[src/mat_pkg.sv]
`default_nettype none

package mat_pkg;

	localparam int MAT_N     = 5;
	localparam int AUG_N     = 2 * MAT_N;
	localparam int FIX_W     = 32;
	localparam int FRAC_BITS = 16;

	typedef logic signed [FIX_W-1:0] fix_t;   // signed 16.16
	typedef logic [2:0] row_idx_t;

	localparam fix_t FIX_ONE = fix_t'(1 << FRAC_BITS);

	typedef fix_t [MAT_N-1:0] mat_row_t;      // element 0 is column 0
	typedef fix_t [AUG_N-1:0] aug_row_t;      // left half matrix, right half inverse

	typedef enum logic [1:0] {
		OP_NONE,
		OP_SWAP,
		OP_ELIM,
		OP_NORM
	} row_op_t;

	typedef struct packed {
		row_op_t  op;
		row_idx_t col;   // pivot column
		row_idx_t piv;   // pivot row
		row_idx_t tgt;   // row being written
	} row_cmd_t;

endpackage

`default_nettype wire

[src/inverse_ctrl.sv]
`default_nettype none

module inverse_ctrl (
	input  logic              clk,
	input  logic              rst,
	input  logic              start,
	input  mat_pkg::mat_row_t col_elems,
	output mat_pkg::row_cmd_t cmd,
	output logic              busy,
	output logic              done,
	output logic              singular
);
	import mat_pkg::*;

	typedef enum logic [2:0] {
		IDLE,
		SEARCH,
		SWAP,
		ELIM,
		NORM,
		FINISH
	} state_t;

	state_t   state;
	row_idx_t col_k;    // current pivot column
	row_idx_t row_q;    // swap row or target row
	logic     found;
	row_idx_t piv_sel;
	row_idx_t first_elim;
	row_idx_t elim_next;
	logic     elim_last;

	//////////////////////////////////////////////////////////////////////
	// pivot search and row stepping
	//////////////////////////////////////////////////////////////////////

	// first nonzero at or below the diagonal
	always_comb
	begin
		found   = 1'b0;
		piv_sel = col_k;
		for (int i = MAT_N - 1; i >= 0; i--)
		begin
			if (row_idx_t'(i) >= col_k && col_elems[i] != '0)
			begin
				found   = 1'b1;
				piv_sel = row_idx_t'(i);
			end
		end
	end

	assign first_elim = (col_k == '0) ? row_idx_t'(1) : '0;
	assign elim_next  = (row_q + 1'b1 == col_k) ? row_q + 2'd2 : row_q + 1'b1;   // skip pivot row
	assign elim_last  = elim_next >= row_idx_t'(MAT_N);

	//////////////////////////////////////////////////////////////////////
	// sequencer
	//////////////////////////////////////////////////////////////////////

	always_ff @(posedge clk)
	begin
		if (rst)
		begin
			state    <= IDLE;
			col_k    <= '0;
			row_q    <= '0;
			singular <= 1'b0;
		end
		else
		begin
			case (state)
				IDLE:
					if (start)
					begin
						col_k    <= '0;
						singular <= 1'b0;
						state    <= SEARCH;
					end
				SEARCH:
					if (!found)
					begin
						singular <= 1'b1;
						state    <= FINISH;
					end
					else if (piv_sel != col_k)
					begin
						row_q <= piv_sel;
						state <= SWAP;
					end
					else
					begin
						row_q <= first_elim;
						state <= ELIM;
					end
				SWAP:
				begin
					row_q <= first_elim;
					state <= ELIM;
				end
				ELIM:
					if (!elim_last)
						row_q <= elim_next;
					else if (col_k == row_idx_t'(MAT_N - 1))
					begin
						row_q <= '0;
						state <= NORM;
					end
					else
					begin
						col_k <= col_k + 1'b1;
						state <= SEARCH;
					end
				NORM:
					if (row_q == row_idx_t'(MAT_N - 1))
						state <= FINISH;
					else
						row_q <= row_q + 1'b1;
				default:
					state <= IDLE;   // FINISH
			endcase
		end
	end

	always_comb
	begin
		cmd.op  = OP_NONE;
		cmd.col = col_k;
		cmd.piv = col_k;
		cmd.tgt = row_q;
		case (state)
			SWAP: cmd.op = OP_SWAP;
			ELIM: cmd.op = OP_ELIM;
			NORM:
			begin
				cmd.op  = OP_NORM;   // each row divided by its own diagonal
				cmd.col = row_q;
				cmd.piv = row_q;
			end
			default: ;
		endcase
	end

	assign busy = (state != IDLE);
	assign done = (state == FINISH);

endmodule

`default_nettype wire

[config.mk]
export PLATFORM = sky130hd
export DESIGN_NAME = inverse_ctrl
export DESIGN_NICKNAME = d
export VERILOG_FILES = /design/src/mat_pkg.sv /design/src/inverse_ctrl.sv
export SDC_FILE = /design/constraint.sdc
export NUM_CORES = 1
export LEC_CHECK = 0
export BUFFER_PORTS_ARGS = -buffer_cell sky130_fd_sc_hd__buf_2
export CORE_ASPECT_RATIO = 1.4
export CORE_MARGIN = 3
export CORE_UTILIZATION = 38
export DETAILED_ROUTE_END_ITERATION = 8
export PLACE_DENSITY = 0.87
export SYNTH_ARGS = -nofsm -noshare
export SYNTH_HDL_FRONTEND = slang
export SYNTH_SLANG_ARGS = --single-unit
[constraint.sdc]
create_clock -name clk -period 4.6 [get_ports clk]
set_input_delay 0.23 -clock clk [delete_from_list [all_inputs] [get_ports clk]]
set_output_delay 0.23 -clock clk [all_outputs]
set_load 0.05 [all_outputs]
Word level (Yosys, flattened, before mapping):

Index checks and enable logic that the tools add are counted.

* shifts and indexed selects: 0
* divide/modulo/power cells: 0
* $mul: 0
* multiplexer cells: 34
* reductions and logical operators: 20
* equal/unequal tests: 17
* bitwise gates (word level): 0
* order comparisons: 6
* add/sub/neg operators: 3

Operators with widths (number)
* $reduce_bool A32 Y1: 5
* $mux W3: 19
* $pmux W3 S5: 1
* $ne A2 B2 Y1 const B: 7
* $eq A3 B3 Y1 const B: 4
* $pmux W3 S4: 1
* $mux W1: 9
* $reduce_and A4 Y1: 2
* $add A3 B1 Y3 const B: 2
* $eq A3 B2 Y1 const B: 2
* $ge A1 B3 Y1 const A: 2
* $ge A2 B3 Y1 const A: 2
* $logic_not A3 Y1: 2
* $mux W6: 1
* $pmux W2 S3: 1
* $pmux W3 S2: 1
* $reduce_and A3 Y1: 2
* $logic_and A1 B1 Y1: 5
* $reduce_bool A2 Y1: 2
* $reduce_bool A4 Y1: 1
* $add A3 B2 Y3 const B: 1
* $eq A3 B1 Y1 const B: 1
* $eq A3 B3 Y1: 1
* $ge A3 B3 Y1 const A: 1
* 5 further kinds: 5

* output and inout port bits: 14
* RAM bits: 0
* logic and storage cells: 84
* input port bits: 163
* bits in registers: 10
* ROM bits: 0
* bits in latches: 0
* memories kept: 0

Longest topological paths before layout:

* depth after elaboration: 11
* depth in mapped cells: 11

Worst setup path before layout:

No wires, ideal clock.

* path type: register to register
* start point: register row_q[0]
* end point: register row_q[2]
* slack: 1669 ps
* stages on the path, launching flop included: 11
* clock period less this slack: 2931 ps
* buffers on the path: 0
* data arrival time: 2813 ps
* required time: 4481 ps
* cell sequence: dfxtp_1 > inv_1 > ha_1 > xor2_1 > or2_1 > o41a_1 > a32o_2 > nand2_1 > o21a_1 > o21ai_0 > o221a_1

* word-level cells in the longest chain between the ends: 6

Ends and longest elaborated chain
* start, declared: line inverse_ctrl.sv:26 `row_idx_t row_q;`
* start signal, assigned: line inverse_ctrl.sv:87 `row_q <= piv_sel;`
* start signal, assigned: line inverse_ctrl.sv:92 `row_q <= first_elim;`
* start signal, assigned: line inverse_ctrl.sv:97 `row_q <= first_elim;`
* $add A3 B1 Y3: line inverse_ctrl.sv:53, inverse_ctrl.sv:117
* $eq A3 B3 Y1: line inverse_ctrl.sv:53 `assign elim_next = (row_q + 1'b1 == col_k) ? row_q + 2'd2 : row_q + 1'b1;`
* $mux W3: line inverse_ctrl.sv:53
* $ge A3 B3 Y1: line inverse_ctrl.sv:54 `assign elim_last = elim_next >= row_idx_t'(MAT_N);`
* $ne A3 B3 Y1 (no line) / $mux W3 (equally long branches)
* $reduce_and A4 Y1 (no line) / $pmux W3 S4 (equally long branches)

Several ways; a longest one is shown, not always the timed one. The select of a mux whose other input is x is not followed.
A chain may end at the register's enable or synchronous reset.

Worst setup path after layout:

* start point: register col_k[0]
* end point: register row_q[0]

* word-level cells in the longest chain between the ends: 11

Ends and longest elaborated chain
* start, declared: line inverse_ctrl.sv:25 `row_idx_t col_k;`
* start signal, assigned: line inverse_ctrl.sv:110 `col_k <= col_k + 1'b1;`
* $ge A3 B3 Y1: line inverse_ctrl.sv:44 `if (row_idx_t'(i) >= col_k && col_elems[i] != '0)`
* $logic_and A1 B1 Y1: line inverse_ctrl.sv:44
* $mux W3 (5 in series): line inverse_ctrl.sv:44
* $ne A3 B3 Y1: line inverse_ctrl.sv:85 `else if (piv_sel != col_k)`
* $mux W3: line inverse_ctrl.sv:85
* $mux W3: line inverse_ctrl.sv:80 `if (!found)`
* $pmux W3 S4: line inverse_ctrl.sv:71 `case (state)`

Several ways; a longest one is shown, not always the timed one. The select of a mux whose other input is x is not followed.

==> flow_summary_export.csv <==
group,metric,value,unit
route,vias_per_cell,5.94,
critical_path,cp-start-kind,"flop",
timing,max_freq,0.346,GHz
logic_synthesis,synth_edf_count,0,
grt,grt_pass1_wl,10500,microns
placement,dp_hpwl,5810,microns
critical_path,required,4.75,ns
clocking,cts_resized,0,
critical_path,crit_chain,"clkinv_1 -> ha_1 -> o21ba_2 -> inv_1 -> o211a_1 -> and2b_1 -> nand2_1 -> a311o_1 -> o21bai_1 -> a311oi_1",
status,violations,"DRC",
floorplanning,core_area,4050,sq um
clocking,cts_setup_buffers,0,
floorplanning,start_util,0.404,
grt,globalRouteOverflowTotal,0,
clocking,cts_max_level,1,
logic_synthesis,ys_warn_count,0,
logic_synthesis,yosysTopAreaCell,"nor4_1",
route,drtAntennaViolNets,0,
route,vias,2619,
route,drt_first_pass_iters,7,
timing,finalHoldViolCount,0,
floorplanning,chipHeight,83.7,microns
final_layout,area_delta_synth_final,56.3,%
floorplanning,die_area,5140,sq um
critical_path,end_kind,"flop",
placement,portBuffers,176,
clocking,path_clk_slew,0.05,ns
route,wirelength,6830,microns
final_layout,fillers,368,
final_layout,antenna_cells,0,
logic_synthesis,yosysMostFrequentCell,"nor4_1",
clocking,root_buffer,"clkbuf_8",
logic_synthesis,ys_seq_elements,10,
logic_synthesis,synth_area_leaders,"nor4_1 (14%), dfxtp_1 (12%), nor2_1 (5.0%)",
grt,grtUsageTotal,0.256,
critical_path,max_stage_delay,0.47,ns
hold_path,hold_path_depth,2,
timing,finalCriticalPeriod,2.89,ns
logic_synthesis,synth_fp_nets,401,
floorplanning,row_count,27,
clocking,cts_sinks,10,
logic_synthesis,synth_area_per_cell,7.02,sq um
final_layout,final_cells,441,
logic_synthesis,synth_commonest_cells,"nor4_1 (36), nor2_1 (22), nand2_1 (18)",
logic_synthesis,synth.distinct_cells,62,
pwr,leakagePower,1.24,nW
logic_synthesis,yosysSeqAreaShare,0.122,
route,remaining_drc_errors,1,
placement,place.gp.congestion,1.02,
grt,first_global_vias,2518,
job,drv_cap,0,
pwr,vdd_drop_max,0.0837,mV
clocking,worstSkewPairLatency,0.24,ns
grt,antenna_found_initial,0,
timing,slew_headroom,0.509,
critical_path,arrival,3.05,ns
critical_path,r2r_cells,10,
route,post_drt_wl_per_cell,15.5,microns
logic_synthesis,ys_async_sr_fraction,0,
grt,grt_max_degree,22,
final_layout,final_nets,567,
final_layout,seq_area,200,sq um
timing,drv_slew,0,
route,drtIter0Drc,181,
hold_path,hp-class,"in -> reg",
clocking,cts_hold_buf,0,
critical_path,crit_path_max_fanout,8,
critical_path,crit_type,"reg -> reg",
floorplanning,ios,177,
final_layout,multi_input_area,1330,sq um
clocking,cts_buffer_depth,2,
floorplanning,die_x,61.5,microns
critical_path,slowest_stage,"dfxtp_1",
placement,dp_cells,437,
clocking,cts_tree,"yes",
logic_synthesis,synthCells,233,
logic_synthesis,postSynth.topFlopCell,"dfxtp_1",
timing,worst_slew_pin_slew,0.736,ns
clocking,cts_inserted_buffers,3,
timing,setup_viol,0,
timing,min_period_over_period,0.629,
pwr,power.density,157,nW/um^2
logic_synthesis,synth_top_area_frac,0.138,
status,run_status,"complete, but fails checks",
timing,skew,0.00361,ns
timing,setup-tns-final,0,ns
timing,rsz0062_at_grt,"false",
final_layout,drive_above_1_share,0.492,
logic_synthesis,syn_area,1640,sq um
==> layout by cell type, fill, tap and decap left out, drive strengths merged, types with 7 or more instances in the layout <==
cell type    n
nor2        23
inv          9
nand4       10
nor4        40
o21ai        9
nand2       18
buf        176
nor3         7
a21oi       11
dfxtp       10
==> through the flow <==
step / util / hold WS (ns) / worst slack [ns] / cell area [sq um] / power, mW
6_report: 0.631 / 0.300 / 1.71 / 2560 / 0.401
3_5_place_dp: 0.617 / 0.517 / 1.76 / 2500 / 0.284
5_1_grt: 0.631 / 0.319 / 1.46 / 2560 / 0.423
2_1_floorplan: - / 0.420 / 1.67 / 1640 / 0.195
4_1_cts: 0.631 / 0.292 / 1.76 / 2560 / 0.400
3_3_place_gp: 0.617 / 0.506 / 1.89 / 2500 / 0.280
==> worst paths after layout <==
| path | from | endpoint | slack, ns |
|---|---|---|---|
| max | col_k[0] | row_q[0] | 1.71 |
| min | rst | singular | 0.30 |
| max reg2reg | col_k[0] | row_q[0] | 1.71 |
| min reg2reg | singular | singular | 0.53 |
==> worst max-delay path, delay by kind of cell (launching register included) <==
kind | cells | cell delay, ns
AO/OA/AOI/OAI | 5 | 1.19
adder cells (fa/ha/maj) | 1 | 0.37
buffers and inverters | 2 | 0.37
flip-flops | 1 | 0.47
AND/OR/NAND/NOR | 2 | 0.41
==> metal layers <==
layer / vias up / share of wire / global-route usage
met5: - / 0 / 0
met4: 0 / 0.032 / 0.122
met3: 24 / 0.085 / 0.0310
met2: 179 / 0.55 / 0.468
met1: 1161 / 0.34 / 0.272
li1: 1255 / - / -
==> cells by family (layout without fill, tap and decap cells) <==
group,count (synthesis),count (layout),synth area share
AND/OR/NAND/NOR,119,119,0.421
AO/OA/AOI/OAI,63,63,0.294
buffers and inverters,26,191,0.0673
flip-flops,10,10,0.122
XOR/XNOR,7,7,0.0375
adder cells (fa/ha/maj),5,5,0.0382
multiplexers,3,3,0.0191
==> where the power goes <==
part	switching (mW)	leakage (nW)	internal, mW
registers	0.0141	0.0819	0.0916
clock network	0.0391	0.0288	0.0756
logic	0.0939	1.13	0.0871
total	0.147	1.24	0.254
==> state kept, by name, indices dropped and copies added, names as in the netlist <==
register  count
col_k         3
row_q         3
singular      1
state         3
==> area by class of cell <==
type | count | share of cell area
sequential | 10 | 0.0783
inverter | 11 | 0.0161
multi-input combinational | 197 | 0.519
clock buffer | 4 | 0.0215
timing repair buffer | 176 | 0.344
tap | 43 | 0.0210
Power figures use the tool's default switching activity.
